$ cat config.mk
export PLATFORM = sky130hd
export DESIGN_NAME = usb_fs_rx_top
export DESIGN_NICKNAME = d
export VERILOG_FILES = /design/src/hdl/usb_rx_pkg.sv /design/src/hdl/usb_line_recovery.sv /design/src/hdl/usb_bit_decoder.sv /design/src/hdl/usb_crc_checker.sv /design/src/hdl/usb_field_parser.sv /design/src/hdl/usb_packet_check.sv /design/src/hdl/usb_fs_rx_top.sv
export SDC_FILE = /design/constraint.sdc
export NUM_CORES = 1
export LEC_CHECK = 0
export BUFFER_PORTS_ARGS = -buffer_cell sky130_fd_sc_hd__buf_2
export CORE_ASPECT_RATIO = 1.2
export CORE_UTILIZATION = 34
export DETAILED_ROUTE_END_ITERATION = 10
export PLACE_DENSITY = 0.61
export SYNTH_ARGS = -nofsm -noshare
export SYNTH_HDL_FRONTEND = slang
export SYNTH_SLANG_ARGS = --single-unit
$ cat constraint.sdc
create_clock -name clk_i -period 2.3 [get_ports clk_i]
set_clock_uncertainty 0.05 [all_clocks]
set_input_delay 0.46 -clock clk_i [delete_from_list [all_inputs] [get_ports clk_i]]
set_output_delay 0.46 -clock clk_i [all_outputs]
set_load 0.02 [all_outputs]
$ cat src/hdl/usb_rx_pkg.sv
////////////////////////////////////////
// line state, PID and packet kind types
// CRC register types, polynomials and residues
// sync pattern and oversampling rate
////////////////////////////////////////

`default_nettype none

package usb_rx_pkg;

  // line state of the pair with D+ in bit 1 and D- in bit 0
  // DT marks the clock spent waiting for both wires to settle
  typedef enum logic [2:0] {
    LINE_SE0 = 3'b000,
    LINE_K   = 3'b001,
    LINE_J   = 3'b010,
    LINE_DT  = 3'b100
  } usb_line_e;

  // the PID as sent on the wire without its check nibble
  typedef logic [3:0] usb_pid_t;

  // the low two PID bits select the packet kind
  typedef enum logic [1:0] {
    PKT_SPECIAL   = 2'b00,
    PKT_TOKEN     = 2'b01,
    PKT_HANDSHAKE = 2'b10,
    PKT_DATA      = 2'b11
  } usb_pkt_kind_e;

  typedef logic [4:0]  crc5_t;
  typedef logic [15:0] crc16_t;

  // token CRC, x^5 + x^2 + 1
  parameter crc5_t CRC5_POLY    = 5'b00101;
  parameter crc5_t CRC5_RESIDUE = 5'b01100;

  // data CRC, x^16 + x^15 + x^2 + 1
  parameter crc16_t CRC16_POLY    = 16'h8005;
  parameter crc16_t CRC16_RESIDUE = 16'h800D;

  // last six sync symbols K J K J K K with the oldest symbol in the top bits
  parameter logic [11:0] SYNC_PATTERN = 12'b01_10_01_10_01_01;

  // the line is sampled four times per full-speed bit
  parameter int unsigned SAMPLES_PER_BIT = 4;

endpackage

`default_nettype wire

$ cat src/hdl/usb_line_recovery.sv
////////////////////////////////////////
// D+/D- line state recovery with a
// transition state and bit phase tracking
////////////////////////////////////////

`timescale 1ns/1ps
`default_nettype none

module usb_line_recovery
  import usb_rx_pkg::*;
(
  input  logic      clk_i,
  input  logic      rst_ni,
  input  logic      usb_dp_i,
  input  logic      usb_dn_i,
  output usb_line_e line_state_o,
  output logic      sample_valid_o,
  output logic      bit_strobe_o
);

  localparam int unsigned PHASE_W = $clog2(SAMPLES_PER_BIT);

  usb_line_e          line_state_q, line_state_d;
  logic [1:0]         dpair;
  logic [PHASE_W-1:0] bit_phase_q, bit_phase_d;

  ////////////////////////////////////////
  // line state
  ////////////////////////////////////////

  assign dpair = {usb_dp_i, usb_dn_i};

  // one wire of the pair may switch a clock ahead of the other
  // so any change first parks the state in DT for one clock
  // and the pair is read again once both wires have settled
  always_comb begin
    line_state_d = line_state_q;
    if (line_state_q == LINE_DT) begin
      // an SE1 on the pair passes through as an undefined code
      line_state_d = usb_line_e'({1'b0, dpair});
    end else if (dpair != line_state_q[1:0]) begin
      line_state_d = LINE_DT;
    end
  end

  ////////////////////////////////////////
  // clock recovery
  ////////////////////////////////////////

  // every transition realigns the phase to the sender's bit clock
  // phase 1 is the middle of the bit and the safest point to sample
  assign bit_phase_d = (line_state_q == LINE_DT) ? '0 : bit_phase_q + PHASE_W'(1);

  always_ff @(posedge clk_i or negedge rst_ni) begin
    if (!rst_ni) begin
      line_state_q <= LINE_SE0;
      bit_phase_q  <= '0;
    end else begin
      line_state_q <= line_state_d;
      bit_phase_q  <= bit_phase_d;
    end
  end

  assign line_state_o   = line_state_q;
  assign sample_valid_o = (bit_phase_q == PHASE_W'(1));
  assign bit_strobe_o   = (bit_phase_q == PHASE_W'(2));

  // a settled pair must leave DT after a single clock
  dt_single_cycle_a: assert property (@(posedge clk_i) disable iff (!rst_ni)
    (line_state_q == LINE_DT) |=> (line_state_q != LINE_DT));

endmodule

`default_nettype wire

$ cat src/hdl/usb_bit_decoder.sv
////////////////////////////////////////
// sync and EOP framing, NRZI decoding
// bit unstuffing and PID capture
////////////////////////////////////////

`timescale 1ns/1ps
`default_nettype none

module usb_bit_decoder
  import usb_rx_pkg::*;
#(
  parameter int unsigned STUFF_LIMIT = 6
) (
  input  logic      clk_i,
  input  logic      rst_ni,
  input  logic      cfg_eop_single_bit_i,
  input  usb_line_e line_state_i,
  input  logic      sample_valid_i,
  output logic      pkt_start_o,
  output logic      pkt_end_o,
  output logic      bit_valid_o,
  output logic      bit_value_o,
  output usb_pid_t  pid_o,
  output logic      pid_ok_o,
  output logic      bitstuff_err_o
);

  localparam int unsigned CNT_W = $clog2(STUFF_LIMIT + 1);

  logic [11:0]      line_hist_q, line_hist_d;
  logic             in_pkt_q, in_pkt_d;
  logic             see_eop, pkt_start, pkt_end;
  logic             sym_ok, din, dvalid_raw, dvalid;
  logic [CNT_W-1:0] ones_q, ones_d;
  logic             stuff_hit, stuff_err_q, stuff_err_d;
  logic [8:0]       full_pid_q, full_pid_d;
  logic             pid_done;

  ////////////////////////////////////////
  // framing
  ////////////////////////////////////////

  // two bits per sampled symbol and the newest symbol in the low bits
  assign line_hist_d = sample_valid_i ? {line_hist_q[9:0], line_state_i[1:0]} : line_hist_q;

  // a single SE0 bit ends the packet only when configured so
  // and a stuff error aborts the packet at the next sample
  assign see_eop = (cfg_eop_single_bit_i && (line_hist_q[1:0] == 2'b00)) ||
                   (line_hist_q[3:0] == 4'b0000) || stuff_err_q;

  always_comb begin
    in_pkt_d = in_pkt_q;
    if (sample_valid_i) begin
      if (!in_pkt_q && (line_hist_q == SYNC_PATTERN)) begin
        in_pkt_d = 1'b1;
      end else if (in_pkt_q && see_eop) begin
        in_pkt_d = 1'b0;
      end
    end
  end

  // the start pulse coincides with the first PID symbol entering the history
  assign pkt_start = in_pkt_d & ~in_pkt_q;
  assign pkt_end   = ~in_pkt_d & in_pkt_q;

  ////////////////////////////////////////
  // NRZI decode and bit unstuffing
  ////////////////////////////////////////

  // a bit is decoded only between two J or K symbols
  // an unchanged symbol is a one and a toggle is a zero
  assign sym_ok     = (^line_hist_q[3:2]) & (^line_hist_q[1:0]);
  assign din        = (line_hist_q[3:2] == line_hist_q[1:0]);
  assign dvalid_raw = in_pkt_q & sample_valid_i & sym_ok;

  // after STUFF_LIMIT ones the next bit must be a stuffed zero and is dropped
  assign stuff_hit = (ones_q == CNT_W'(STUFF_LIMIT));
  assign dvalid    = dvalid_raw & ~stuff_hit;

  always_comb begin
    ones_d = ones_q;
    if (pkt_start) begin
      ones_d = '0;
    end else if (dvalid_raw) begin
      if (!din) begin
        ones_d = '0;
      end else if (!stuff_hit) begin
        ones_d = ones_q + CNT_W'(1);
      end
    end
  end

  // a one where the stuffed zero belongs is remembered for the whole packet
  assign stuff_err_d = pkt_start ? 1'b0 : (stuff_err_q | (dvalid_raw & din & stuff_hit));

  ////////////////////////////////////////
  // PID capture
  ////////////////////////////////////////

  // the sentinel reaches bit 0 once all eight PID bits are in
  assign pid_done = full_pid_q[0];

  always_comb begin
    full_pid_d = full_pid_q;
    if (pkt_start) begin
      full_pid_d = 9'b1_0000_0000;
    end else if (dvalid && !pid_done) begin
      full_pid_d = {din, full_pid_q[8:1]};
    end
  end

  always_ff @(posedge clk_i or negedge rst_ni) begin
    if (!rst_ni) begin
      line_hist_q <= {6{LINE_K[1:0]}};
      in_pkt_q    <= 1'b0;
      ones_q      <= '0;
      stuff_err_q <= 1'b0;
      full_pid_q  <= '0;
    end else begin
      line_hist_q <= line_hist_d;
      in_pkt_q    <= in_pkt_d;
      ones_q      <= ones_d;
      stuff_err_q <= stuff_err_d;
      full_pid_q  <= full_pid_d;
    end
  end

  assign pkt_start_o    = pkt_start;
  assign pkt_end_o      = pkt_end;
  assign bit_valid_o    = dvalid & pid_done;
  assign bit_value_o    = din;
  assign pid_o          = full_pid_q[4:1];
  assign pid_ok_o       = (full_pid_q[4:1] == ~full_pid_q[8:5]);
  assign bitstuff_err_o = stuff_err_q;

  start_end_excl_a: assert property (@(posedge clk_i) disable iff (!rst_ni)
    !(pkt_start && pkt_end));

endmodule

`default_nettype wire

$ cat src/hdl/usb_crc_checker.sv
////////////////////////////////////////
// serial CRC register with residue check
////////////////////////////////////////

`timescale 1ns/1ps
`default_nettype none

module usb_crc_checker #(
  parameter type  crc_t   = logic [4:0],
  parameter crc_t POLY    = '0,
  parameter crc_t RESIDUE = '0
) (
  input  logic clk_i,
  input  logic rst_ni,
  input  logic pkt_start_i,
  input  logic bit_valid_i,
  input  logic bit_value_i,
  output logic crc_ok_o
);

  localparam int unsigned W = $bits(crc_t);

  crc_t crc_q, crc_d;
  logic feedback;

  // the incoming bit meets the register's top bit
  // and a mismatch folds the polynomial back in
  assign feedback = bit_value_i ^ crc_q[W-1];

  always_comb begin
    crc_d = crc_q;
    if (pkt_start_i) begin
      crc_d = '1;
    end else if (bit_valid_i) begin
      crc_d = {crc_q[W-2:0], 1'b0} ^ (feedback ? POLY : '0);
    end
  end

  always_ff @(posedge clk_i or negedge rst_ni) begin
    if (!rst_ni) begin
      crc_q <= '1;
    end else begin
      crc_q <= crc_d;
    end
  end

  // with the sent CRC shifted in as well the register lands on the fixed residue
  assign crc_ok_o = (crc_q == RESIDUE);

endmodule

`default_nettype wire

$ cat src/hdl/usb_field_parser.sv
////////////////////////////////////////
// packet kind, token fields, data byte
// deserializer and payload length flags
////////////////////////////////////////

`timescale 1ns/1ps
`default_nettype none

module usb_field_parser
  import usb_rx_pkg::*;
(
  input  logic          clk_i,
  input  logic          rst_ni,
  input  logic          pkt_start_i,
  input  logic          bit_valid_i,
  input  logic          bit_value_i,
  input  usb_pid_t      pid_i,
  output usb_pkt_kind_e pkt_kind_o,
  output logic [6:0]    addr_o,
  output logic [3:0]    endp_o,
  output logic [10:0]   frame_num_o,
  output logic          rx_data_put_o,
  output logic [7:0]    rx_data_o,
  output logic          len_token_o,
  output logic          len_data_o,
  output logic          len_handshake_o
);

  usb_pkt_kind_e pkt_kind;
  logic          is_token, is_data;
  logic [11:0]   token_q;
  logic          token_done;
  logic [8:0]    rx_buf_q;
  logic          rx_buf_full;
  logic [3:0]    len_cnt_q;
  logic          len16_q, len_over_q;

  assign pkt_kind = usb_pkt_kind_e'(pid_i[1:0]);
  assign is_token = (pkt_kind == PKT_TOKEN);
  assign is_data  = (pkt_kind == PKT_DATA);

  ////////////////////////////////////////
  // token payload and data bytes
  ////////////////////////////////////////

  // both shift registers fill from the top and their sentinel marks completion
  assign token_done  = token_q[0];
  assign rx_buf_full = rx_buf_q[0];

  always_ff @(posedge clk_i or negedge rst_ni) begin
    if (!rst_ni) begin
      token_q     <= '0;
      addr_o      <= '0;
      endp_o      <= '0;
      frame_num_o <= '0;
      rx_buf_q    <= '0;
    end else begin
      if (pkt_start_i) begin
        token_q <= 12'b1000_0000_0000;
      end else if (bit_valid_i && is_token && !token_done) begin
        token_q <= {bit_value_i, token_q[11:1]};
      end
      // the eleven payload bits are an address and endpoint or a SOF frame number
      if (token_done && is_token) begin
        addr_o      <= token_q[7:1];
        endp_o      <= token_q[11:8];
        frame_num_o <= token_q[11:1];
      end
      // the two CRC16 bytes leave the deserializer like any other byte
      if (pkt_start_i || rx_buf_full) begin
        rx_buf_q <= 9'b1_0000_0000;
      end else if (bit_valid_i && is_data) begin
        rx_buf_q <= {bit_value_i, rx_buf_q[8:1]};
      end
    end
  end

  ////////////////////////////////////////
  // payload length
  ////////////////////////////////////////

  // the low four bits count freely and two flags record reaching 16 and going past it
  always_ff @(posedge clk_i or negedge rst_ni) begin
    if (!rst_ni) begin
      len_cnt_q  <= '0;
      len16_q    <= 1'b0;
      len_over_q <= 1'b0;
    end else if (pkt_start_i) begin
      len_cnt_q  <= '0;
      len16_q    <= 1'b0;
      len_over_q <= 1'b0;
    end else if (bit_valid_i) begin
      len_cnt_q  <= len_cnt_q + 4'd1;
      len16_q    <= len16_q | (&len_cnt_q);
      len_over_q <= len_over_q | len16_q;
    end
  end

  assign pkt_kind_o      = pkt_kind;
  assign rx_data_put_o   = rx_buf_full;
  assign rx_data_o       = rx_buf_q[8:1];
  assign len_token_o     = len16_q & ~len_over_q & (len_cnt_q == 4'd0);
  // data payloads must end on a byte boundary
  assign len_data_o      = len16_q & (len_cnt_q[2:0] == 3'd0);
  assign len_handshake_o = ~len16_q & (len_cnt_q == 4'd0);

endmodule

`default_nettype wire

$ cat src/hdl/usb_packet_check.sv
////////////////////////////////////////
// packet validity and error flags
////////////////////////////////////////

`timescale 1ns/1ps
`default_nettype none

module usb_packet_check
  import usb_rx_pkg::*;
(
  input  logic          pkt_end_i,
  input  usb_pkt_kind_e pkt_kind_i,
  input  logic          pid_ok_i,
  input  logic          bitstuff_err_i,
  input  logic          crc5_ok_i,
  input  logic          crc16_ok_i,
  input  logic          len_token_i,
  input  logic          len_data_i,
  input  logic          len_handshake_i,
  output logic          valid_packet_o,
  output logic          crc5_error_o,
  output logic          crc16_error_o,
  output logic          pid_error_o,
  output logic          bitstuff_error_o
);

  logic is_token, is_data, is_handshake;

  always_comb begin
    is_token     = (pkt_kind_i == PKT_TOKEN);
    is_data      = (pkt_kind_i == PKT_DATA);
    is_handshake = (pkt_kind_i == PKT_HANDSHAKE);

    // each kind has its own length rule and CRC
    // handshakes carry no payload and so no CRC
    valid_packet_o = pid_ok_i && !bitstuff_err_i &&
                     ((is_handshake && len_handshake_i) ||
                      (is_data && len_data_i && crc16_ok_i) ||
                      (is_token && len_token_i && crc5_ok_i));

    // error flags pulse together with the end of the packet
    crc5_error_o     = pkt_end_i & is_token & ~crc5_ok_i;
    crc16_error_o    = pkt_end_i & is_data & ~crc16_ok_i;
    pid_error_o      = pkt_end_i & ~pid_ok_i;
    bitstuff_error_o = pkt_end_i & bitstuff_err_i;

    crc_err_excl_a: assert (!(crc5_error_o && crc16_error_o))
      else $error("token and data CRC errors raised for one packet");
  end

endmodule

`default_nettype wire

$ cat src/hdl/usb_fs_rx_top.sv
////////////////////////////////////////
// full-speed USB packet receiver top level
////////////////////////////////////////

`timescale 1ns/1ps
`default_nettype none

module usb_fs_rx_top
  import usb_rx_pkg::*;
#(
  parameter int unsigned STUFF_LIMIT = 6
) (
  input  logic        clk_i,
  input  logic        rst_ni,
  input  logic        usb_dp_i,
  input  logic        usb_dn_i,
  input  logic        cfg_eop_single_bit_i,
  output logic        bit_strobe_o,
  output logic        pkt_start_o,
  output logic        pkt_end_o,
  output usb_pid_t    pid_o,
  output logic        valid_pid_o,
  output logic [6:0]  addr_o,
  output logic [3:0]  endp_o,
  output logic [10:0] frame_num_o,
  output logic        rx_data_put_o,
  output logic [7:0]  rx_data_o,
  output logic        valid_packet_o,
  output logic        crc5_error_o,
  output logic        crc16_error_o,
  output logic        pid_error_o,
  output logic        bitstuff_error_o
);

  usb_line_e     line_state;
  logic          sample_valid;
  logic          pkt_start, pkt_end;
  logic          bit_valid, bit_value;
  logic          pid_ok, bitstuff_err;
  logic          crc5_ok, crc16_ok;
  usb_pkt_kind_e pkt_kind;
  logic          len_token, len_data, len_handshake;

  usb_line_recovery u_line_recovery (
    .clk_i          (clk_i),
    .rst_ni         (rst_ni),
    .usb_dp_i       (usb_dp_i),
    .usb_dn_i       (usb_dn_i),
    .line_state_o   (line_state),
    .sample_valid_o (sample_valid),
    .bit_strobe_o   (bit_strobe_o)
  );

  usb_bit_decoder #(
    .STUFF_LIMIT (STUFF_LIMIT)
  ) u_bit_decoder (
    .clk_i                (clk_i),
    .rst_ni               (rst_ni),
    .cfg_eop_single_bit_i (cfg_eop_single_bit_i),
    .line_state_i         (line_state),
    .sample_valid_i       (sample_valid),
    .pkt_start_o          (pkt_start),
    .pkt_end_o            (pkt_end),
    .bit_valid_o          (bit_valid),
    .bit_value_o          (bit_value),
    .pid_o                (pid_o),
    .pid_ok_o             (pid_ok),
    .bitstuff_err_o       (bitstuff_err)
  );

  // both CRCs run over every payload and the packet kind picks the one that counts
  usb_crc_checker #(
    .crc_t   (crc5_t),
    .POLY    (CRC5_POLY),
    .RESIDUE (CRC5_RESIDUE)
  ) u_crc5 (
    .clk_i       (clk_i),
    .rst_ni      (rst_ni),
    .pkt_start_i (pkt_start),
    .bit_valid_i (bit_valid),
    .bit_value_i (bit_value),
    .crc_ok_o    (crc5_ok)
  );

  usb_crc_checker #(
    .crc_t   (crc16_t),
    .POLY    (CRC16_POLY),
    .RESIDUE (CRC16_RESIDUE)
  ) u_crc16 (
    .clk_i       (clk_i),
    .rst_ni      (rst_ni),
    .pkt_start_i (pkt_start),
    .bit_valid_i (bit_valid),
    .bit_value_i (bit_value),
    .crc_ok_o    (crc16_ok)
  );

  usb_field_parser u_field_parser (
    .clk_i           (clk_i),
    .rst_ni          (rst_ni),
    .pkt_start_i     (pkt_start),
    .bit_valid_i     (bit_valid),
    .bit_value_i     (bit_value),
    .pid_i           (pid_o),
    .pkt_kind_o      (pkt_kind),
    .addr_o          (addr_o),
    .endp_o          (endp_o),
    .frame_num_o     (frame_num_o),
    .rx_data_put_o   (rx_data_put_o),
    .rx_data_o       (rx_data_o),
    .len_token_o     (len_token),
    .len_data_o      (len_data),
    .len_handshake_o (len_handshake)
  );

  usb_packet_check u_packet_check (
    .pkt_end_i        (pkt_end),
    .pkt_kind_i       (pkt_kind),
    .pid_ok_i         (pid_ok),
    .bitstuff_err_i   (bitstuff_err),
    .crc5_ok_i        (crc5_ok),
    .crc16_ok_i       (crc16_ok),
    .len_token_i      (len_token),
    .len_data_i       (len_data),
    .len_handshake_i  (len_handshake),
    .valid_packet_o   (valid_packet_o),
    .crc5_error_o     (crc5_error_o),
    .crc16_error_o    (crc16_error_o),
    .pid_error_o      (pid_error_o),
    .bitstuff_error_o (bitstuff_error_o)
  );

  assign pkt_start_o = pkt_start;
  assign pkt_end_o   = pkt_end;
  assign valid_pid_o = pid_ok;

endmodule

`default_nettype wire

==> results.yml, run 1 <==
hold_path:
  hp-class: "input port to async pin"
grt:
  grt_max_degree: 38
  antenna_found_initial: 0
  grt_pass1_vias: 3011
  overflow: 0
  grtUsageTotal_pct: 14.1
  grt_pass1_wl_um: 14600
pwr:
  p_clk_share_pct: 36.2
  p_switching_w: 0.00108
  combPwrFrac_pct: 17.6
  ir_drop_uv: 364
  cellLeakagePower_nw: 2.46
  switching_share_pct: 27.3
  p_total_w: 0.00397
  p_int_w: 0.00289
  seqPwrFrac_pct: 46.2
  cellPowerDensity_nw_per_um2: 774
synthesis:
  async_reset_ff_share_pct: 100
  synth_area_um2: 4280
  synth.top_cell.area_share_pct: 36.8
  synth_compound_area_share_pct: 9.30
  ys_top_cells_by_count: "dfrtp_1, nor2_1, dfstp_2, o21ai_0"
  synth_edf_count: 0
  synth-seq-cells: 90
  yosys.area_share.simple_pct: 15.9
  synth-xor-area-share_pct: 3.71
  synth_top_family_by_area: "simple AND/OR/NAND/NOR gates"
  synthAdderAreaFrac_pct: 2.92
  syn_nets: 404
  ys_warn_count: 0
  netlist_instances: 389
  synth.avg_cell_area_um2: 11.0
  synth.most_common_cell: "dfrtp_1"
  ys_types: 49
  synth.largest_area_cell: "dfrtp_1"
  ys_seq_area_share_pct: 53.4
  synthTopCellsByArea: "dfrtp_1, dfstp_2, nor2_1"
  muxShareOfSynthArea_pct: 8.71
  synthFlopType: "dfrtp_1"
setup_path:
  reg2reg_depth: 6
  cp-start-kind: "flop"
  critPathRequiredTime_ns: 1.79
  worstSetupPathType: "flop to primary output"
  crit_fanout: 2
  endpoint_kind: "primary output"
  worstPathArrival_ns: 1.95
clock_network:
  clk_pin_slew_ns: 0.06
  clock_sinks: 90
  hold_buffers: 0
  worstSkewPairLatency_ns: 0.34
  clockBufferDepth: 2
  cts_tree: "done"
  htreeDepth: 3
  numCtsBuffers: 9
  ctsRootBufferMaster: "clkbuf_16"
sta:
  period_share_pct: 107
  worst_slack_ns: -0.163
  final-setup-viol-count: 5
  timing.fmax_ghz: 0.406
  fin_crit_ns: 2.46
  slew_violations: 0
  grt_setup_unrepaired: "true"
  relSlewSlack_pct: 64.7
  final_hold_viol_count: 0
  tightest_slew_ns: 0.529
layout:
  layout-drive-gt1-share_pct: 34.5
  area_delta_synth_final_pct: 19.8
  fillers: 1145
  antenna_cells: 0
  layout.cells.non_filler: 607
  final_nets: 456
  final_area_um2: 5130
placed_design:
  dp.cells: 583
  dp_hpwl_um: 6100
  routabilityCongestion: 0.756
  port_buffers: 48
  place_area_um2: 4690
  dp_slack_ns: 0.0916
die:
  fp.dieArea_um2: 13000
  die_h_um: 125
  coreArea_um2: 12200
  die_x_um: 104
  io_pins: 49
  start_util_pct: 35.2
  rows: 44
detailed_routing:
  ant_nets: 0
  vias: 3029
  drc_errors: 0
  viasPerCell: 4.99
  dr.pass1.iters: 4
  drt_iter0_drc: 142
  wl_um: 8840
  wl_per_cell_um: 14.6
outcome:
  outcome: "finished, violations left"
  violations: "setup timing"
flow_run:
  cap_violations: 0
## layout by cell type (no fill, tap or decap), types with 3 or more instances in the layout
cell type,netlist,routed
a21oi_1,14,14
a22o_1,10,10
a31oi_1,5,5
and2_1,4,4
buf_2,11,42
buf_4,15,25
buf_6,1,5
clkbuf_16,0,9
dfrtp_1,63,62
dfstp_2,27,27
ha_1,10,9
inv_1,15,11
inv_2,0,4
mux2_2,18,18
mux2i_1,17,17
nand2_1,18,18
nand3b_1,3,3
nand4_1,3,3
nor2_1,56,54
nor2b_1,4,4
nor3_1,10,10
o211ai_1,6,6
o21a_1,3,3
o21ai_0,22,22
xnor2_1,12,12
## repair_timing
item | in CTS | in global routing
endpoints found under the setup margin | 5 | 7
pin swaps | 10 | 5
resized for setup | 14 | 11
setup buffers | 4 | 6
hold endpoints to repair | 0 | 0
## power by group through the flow
stage	clock network, W	logic [W]	registers (W)
floorplan	0	0.000515	0.00182
global placement	0	0.000659	0.00185
detailed placement	0	0.000685	0.00186
CTS	0.00147	0.000703	0.00183
global route	0.00153	0.000781	0.00185
finish	0.00144	0.000700	0.00183
## layer usage
metal  GRT usage, %  wire length (µm)
met1           17.5              3950
met2           23.3              4380
met3           3.61               323
met4           5.63               180
met5              0                 0
## worst paths after layout
path / start / end / slack, ns
setup reg to reg: u_bit_decoder.line_hist_q[0] / u_field_parser.rx_buf_q[8] / 0.14
setup / recovery: u_bit_decoder.line_hist_q[2] / crc5_error_o / -0.16
hold reg to reg: u_line_recovery.bit_phase_q[0] / u_line_recovery.bit_phase_q[0] / 0.41
min in group clk_i: usb_dn_i / u_line_recovery.line_state_o[0] / 0.34
max in group asynchronous: rst_ni / u_bit_decoder.full_pid_q[1] / 1.53
hold / removal: rst_ni / u_field_parser.rx_buf_q[2] / 0.006
## kinds of logic after synthesis
kind of cell | Yosys count
XOR/XNOR | 15
AO/OA/AOI/OAI | 64
buffers and inverters | 48
adder cells (fa/ha/maj) | 10
AND/OR/NAND/NOR | 127
flip-flops | 90
multiplexers | 35
## state kept, by name, summed over array words and instances, names as in the netlist
name	flops
u_field_parser.frame_num_o	11
u_field_parser.token_q	12
u_field_parser.len_over_q	1
u_bit_decoder.bitstuff_err_o	1
u_line_recovery.bit_phase_q	2
u_field_parser.len16_q	1
u_bit_decoder.full_pid_q	9
u_crc16.crc_q	16
u_field_parser.len_cnt_q	4
u_crc5.crc_q	5
u_bit_decoder.in_pkt_q	1
u_bit_decoder.line_hist_q	12
u_field_parser.rx_buf_q	9
u_line_recovery.line_state_o	3
u_bit_decoder.ones_q	3
## layout make-up
cell class	instances	area [µm²]	share of cell area (%)
flip-flops and latches	90	2290	44.6
repair buffers	74	494	9.64
multi-input cells	251	1800	35.1
well taps	161	201	3.93
clock inverters	5	56.3	1.10
clock buffers	11	233	4.54
inverters	15	56.3	1.10
## metrics by stage
stage / setup TNS [ns] / hold slack, ns / utilization (%)
CTS: -0.286 / 0.0208 / 41.5
detailed placement: 0 / 0.383 / 38.6
global route: -0.675 / 0.0300 / 42.1
global placement: 0 / 0.379 / 38.6
floorplan: 0 / 0.114 / -
finish: -0.367 / 0.00560 / 42.1
## worst max-delay path: stages, from the launching register on
cell and delay, ns:
dfstp_2 0.54, inv_2 0.04, ha_2 0.15, o21a_1 0.16
o211ai_1 0.22, buf_4 0.19, inv_2 0.04, and3_4 0.14
buf_6 0.12
No activity file was read; power rests on OpenSTA's default activity.
==> run 2: changes to the inputs <==
- CELL_PAD_IN_SITES_DETAIL_PLACEMENT: default -> 1
- CELL_PAD_IN_SITES_GLOBAL_PLACEMENT: default -> 1
- PLACE_DENSITY: 0.61 -> 0.71
==> results.yml, run 2 (synthesized netlist as in run 1, its figures left out) <==
setup_path:
  worstPathArrival_ns: 1.89
  crit_fanout: 3
  path_common_cell: "inv_2"
  endpoint_kind: "primary output"
  crit_chain: "inv_2 > ha_2 > o21a_1 > o211ai_1 > buf_4 > inv_2 > and3_4 > buf_6"
  endpoint: "crc5_error_o"
  crit_path_max_incr_delay_ns: 0.55
  cp-start-kind: "flop"
  crit_start: "u_bit_decoder.line_hist_q[2]"
  r2r-start: "u_bit_decoder.line_hist_q[0]"
  reg2reg_depth: 8
  r2r_end: "u_crc5.crc_q[4]"
  slowest_stage: "dfstp_2"
  r2r_slack_ns: 0.21
  path_depth: 8
  worstSetupPathType: "flop to primary output"
  worst-path-buf-inv: 4
  critPathRequiredTime_ns: 1.79
  crit_family: "flip-flops"
clock_network:
  htreeDepth: 3
  cts_tree: "done"
  ctsRootBufferMaster: "clkbuf_16"
  numCtsBuffers: 9
  clk_pin_slew_ns: 0.06
  clockBufferDepth: 2
  worstSkewPairLatency_ns: 0.34
  clock_sinks: 90
grt:
  antenna_found_initial: 0
  grtUsageTotal_pct: 15.8
  grt_max_degree: 71
  overflow: 0
  grt_pass1_vias: 3205
  grt_pass1_wl_um: 16200
placed_design:
  port_buffers: 48
  routabilityCongestion: 0.783
  dp_hpwl_um: 6720
  place_area_um2: 4710
outcome:
  violations: "setup timing"
  outcome: "finished, violations left"
detailed_routing:
  wl_per_cell_um: 16.0
  drc_errors: 0
  viasPerCell: 4.99
  vias: 3055
  drt_iter0_drc: 100
  dr.pass1.iters: 4
  wl_um: 9820
  ant_nets: 0
pwr:
  ir_drop_uv: 361
  cellPowerDensity_nw_per_um2: 783
  cellLeakagePower_nw: 2.51
die:
  io_pins: 49
  die_x_um: 104
  start_util_pct: 35.2
  rows: 44
  die_h_um: 125
  fp.dieArea_um2: 13000
  coreArea_um2: 12200
layout:
  reg.largest.list: "u_crc16.crc_q x16, u_bit_decoder.line_hist_q x12, u_field_parser.token_q x12"
  layout_common_cells: "dfrtp_1, nor2_1, buf_2"
  antenna_cells: 0
  largest_reg_flops: 16
  regMostFlops: "u_crc16.crc_q"
  final_area_um2: 5230
  final_nets: 461
  area_delta_synth_final_pct: 22.3
  final_common_cell: "dfrtp_1"
  layout-drive-gt1-share_pct: 36.1
sta:
  timing.fmax_ghz: 0.416
  worst_slack_ns: -0.103
  period_share_pct: 104
  tightest_slew_ns: 0.471
  fin_crit_ns: 2.40
  final_hold_viol_count: 0
  relSlewSlack_pct: 68.5
  holdWs_ns: 0.347
  slew_violations: 0
  setup_tns_ns: -0.189
  grt_setup_unrepaired: "true"
  final-setup-viol-count: 4
flow_run:
  cap_violations: 0
hold_path:
  hp-class: "input port to flop"
-- run 2: cell types whose count changed in the layout (fill, tap and decap cells not counted), sizes merged --
cell / change
buf: +4
clkbuf: +2
clkinv: -1
clkinvlp: -1
dlygate4sd3: +1
-- run 2: where the power goes --
group	switching [W]	internal (W)	leakage, nW
Combinational	0.000426	0.000358	1.21
Sequential	0.000112	0.00173	1.15
Clock	0.000578	0.000898	0.150
Total	0.00112	0.00298	2.51
-- run 2: cell type report --
type	instances	area, µm²
clock buffers	13	260
clock inverters	3	40.0
fillers	1348	6930
inverters	15	56.3
multi-input cells	251	1830
flip-flops and latches	90	2290
well taps	161	201
repair buffers	79	557
-- run 2: how the worst min path moves through the flow --
stage              from                         endpoint  slack, ns  cells past startpoint
2_1_floorplan    rst_ni     u_bit_decoder.bitstuff_err_o       0.11                      0
3_3_place_gp     rst_ni       u_field_parser.rx_buf_q[2]       0.31                      1
3_5_place_dp     rst_ni       u_field_parser.rx_buf_q[3]       0.31                      1
4_1_cts        usb_dn_i  u_line_recovery.line_state_o[0]       0.34                      2
5_1_grt        usb_dn_i  u_line_recovery.line_state_o[0]       0.36                      2
6_report       usb_dn_i  u_line_recovery.line_state_o[0]       0.35                      2
-- run 2: worst reg2reg max path: stages, from the launching register on --
cell	delay, ns
dfstp_2	0.56
inv_2	0.05
ha_2	0.35
nand4_4	0.12
buf_4	0.19
nor2_1	0.18
buf_4	0.26
nor2_1	0.06
o21ai_0	0.18
-- run 2: repair_timing --
item / CTS / global route
hold endpoints to repair: 7 / 0
hold buffers: 1 / 0
setup endpoints to repair: 7 / 10
pin swaps: 7 / 7
setup buffers: 9 / 3
gates resized for setup: 24 / 11
-- run 2: stage by stage --
stage               instances  power, W  util (%)  worst slack (ns)
floorplan                 389   0.00233         -            0.0273
global placement          583   0.00252      38.7             0.153
detailed placement        583   0.00257      38.7            0.0347
CTS                       609   0.00409      42.6           -0.0982
global route              612   0.00429      43.0            -0.155
finish                    612   0.00410      43.0            -0.103
-- run 2: layer usage --
| metal | up-vias | track usage (%) | routed length [µm] |
|---|---|---|---|
| li1 | 1442 | - | - |
| met1 | 1558 | 18.3 | 4180 |
| met2 | 45 | 28.4 | 5230 |
| met3 | 10 | 3.45 | 268 |
| met4 | 0 | 5.55 | 142 |
| met5 | - | 0 | 0 |
==> run 3: changes to the inputs <==
==> constraint.sdc (replaced) <==
create_clock -name clk_i -period 2.3 [get_ports clk_i]
set_clock_uncertainty 0.05 [all_clocks]
set_input_delay 0.345 -clock clk_i [delete_from_list [all_inputs] [get_ports clk_i]]
set_output_delay 0.345 -clock clk_i [all_outputs]
set_load 0.02 [all_outputs]
==> results.yml, run 3 (synthesized netlist as in run 1, its figures left out) <==
outcome:
  outcome: "finished, final reports clean"
grt:
  antenna_found_initial: 0
  grtUsageTotal_pct: 15.9
  overflow: 0
  grt_max_degree: 41
  grt_pass1_vias: 3165
  grt_pass1_wl_um: 16400
die:
  start_util_pct: 35.2
  io_pins: 49
  rows: 44
  die_x_um: 104
  coreArea_um2: 12200
  fp.dieArea_um2: 13000
  die_h_um: 125
setup_path:
  crit_chain: "inv_2 > ha_4 > o21a_1 > o211ai_1 > buf_4 > inv_4 > and3_4 > buf_6"
  path_depth: 8
  critPathRequiredTime_ns: 1.90
  worst-path-buf-inv: 4
  endpoint_kind: "primary output"
  crit_start: "u_bit_decoder.line_hist_q[2]"
  r2r-start: "u_bit_decoder.line_hist_q[0]"
  crit_family: "flip-flops"
  endpoint: "crc5_error_o"
  r2r_end: "u_field_parser.rx_buf_q[2]"
  crit_fanout: 3
  worstPathArrival_ns: 1.90
  reg2reg_depth: 6
  slowest_stage: "dfstp_2"
  r2r_slack_ns: 0.13
  crit_path_max_incr_delay_ns: 0.54
  worstSetupPathType: "flop to primary output"
  cp-start-kind: "flop"
sta:
  fin_crit_ns: 2.30
  grt_setup_unrepaired: "true"
  final-setup-viol-count: 0
  final_hold_viol_count: 0
  timing.fmax_ghz: 0.435
  relSlewSlack_pct: 64.5
  tightest_slew_ns: 0.533
  slew_violations: 0
  period_share_pct: 99.9
detailed_routing:
  viasPerCell: 5.01
  drc_errors: 0
  wl_um: 9710
  ant_nets: 0
  vias: 3035
  dr.pass1.iters: 4
  drt_iter0_drc: 137
  wl_per_cell_um: 16.0
pwr:
  cellPowerDensity_nw_per_um2: 762
  ir_drop_uv: 269
  cellLeakagePower_nw: 2.48
clock_network:
  worstSkewPairLatency_ns: 0.34
  numCtsBuffers: 9
  clk_pin_slew_ns: 0.06
  ctsRootBufferMaster: "clkbuf_16"
  clockBufferDepth: 2
  cts_tree: "done"
  htreeDepth: 3
  clock_sinks: 90
flow_run:
  cap_violations: 0
hold_path:
  worstHoldStart: "usb_dn_i"
  hp-class: "input port to flop"
layout:
  final_common_cell: "dfrtp_1"
  fin_util_pct: 42.2
  layout-drive-gt1-share_pct: 33.7
  seq_area_um2: 2290
  final_nets: 456
  final_area_um2: 5130
  regMostFlops: "u_crc16.crc_q"
  fillers: 1355
  largest_reg_flops: 16
  area_delta_synth_final_pct: 19.9
  antenna_cells: 0
  layout_common_cells: "dfrtp_1, nor2_1, buf_2"
  reg.largest.list: "u_crc16.crc_q x16, u_bit_decoder.line_hist_q x12, u_field_parser.token_q x12"
  multi_input_area_um2: 1820
placed_design:
  place_area_um2: 4710
  port_buffers: 48
  dp_hpwl_um: 6620
  routabilityCongestion: 0.795
-- run 3: repair_timing --
item                       CTS  global route
setup buffers                3             3
gates cloned                 0             0
hold buffers                 1             0
pin swaps                    5             6
resized for setup           15            11
hold endpoints to repair    13             0
setup endpoints to repair    4             5
-- run 3: cell type report --
cell class,instances,area share [%]
flip-flops and latches,90,44.6
multi-input cells,251,35.4
repair buffers,74,9.78
clock buffers,12,4.81
well taps,161,3.93
inverters,15,1.15
clock inverters,3,0.317
-- run 3: stage by stage --
step	TNS, ns	hold WS, ns	instances	worst slack, ns	power (W)
floorplan	0	-0.000591	389	0.0540	0.00233
global placement	0	0.259	584	0.142	0.00250
detailed placement	0	0.262	584	0.0756	0.00255
CTS	-0.0206	0.237	603	-0.0206	0.00392
global route	-0.203	0.246	606	-0.0968	0.00412
finish	0	0.238	606	0.00198	0.00391
-- run 3: how the worst min path moves through the flow --
stage,slack [ns],end,cells after the start
3_5_place_dp,0.26,u_field_parser.rx_buf_q[2],1
4_1_cts,0.24,u_line_recovery.line_state_o[0],2
5_1_grt,0.25,u_line_recovery.line_state_o[1],2
3_3_place_gp,0.26,u_field_parser.rx_buf_q[3],1
2_1_floorplan,-0.0006,u_bit_decoder.bitstuff_err_o,0
6_report,0.24,u_line_recovery.line_state_o[0],2
-- run 3: where the power goes --
| part | internal, W | total (W) | switching [W] | leakage [nW] |
|---|---|---|---|---|
| Combinational | 0.000329 | 0.000731 | 0.000402 | 1.20 |
| Clock | 0.000751 | 0.00134 | 0.000588 | 0.126 |
| Sequential | 0.00173 | 0.00184 | 0.000110 | 1.15 |
| Total | 0.00281 | 0.00391 | 0.00110 | 2.48 |
-- run 3: metal layers --
| layer | global-route usage (%) | routed length [µm] | vias up | share of wire [%] |
|---|---|---|---|---|
| met3 | 2.41 | 250 | 10 | 2.6 |
| met1 | 20.1 | 4260 | 1535 | 44 |
| met4 | 6.05 | 150 | 0 | 1.5 |
| met5 | 0 | 0 | - | 0 |
| met2 | 27.1 | 5050 | 47 | 52 |
| li1 | - | - | 1443 | - |
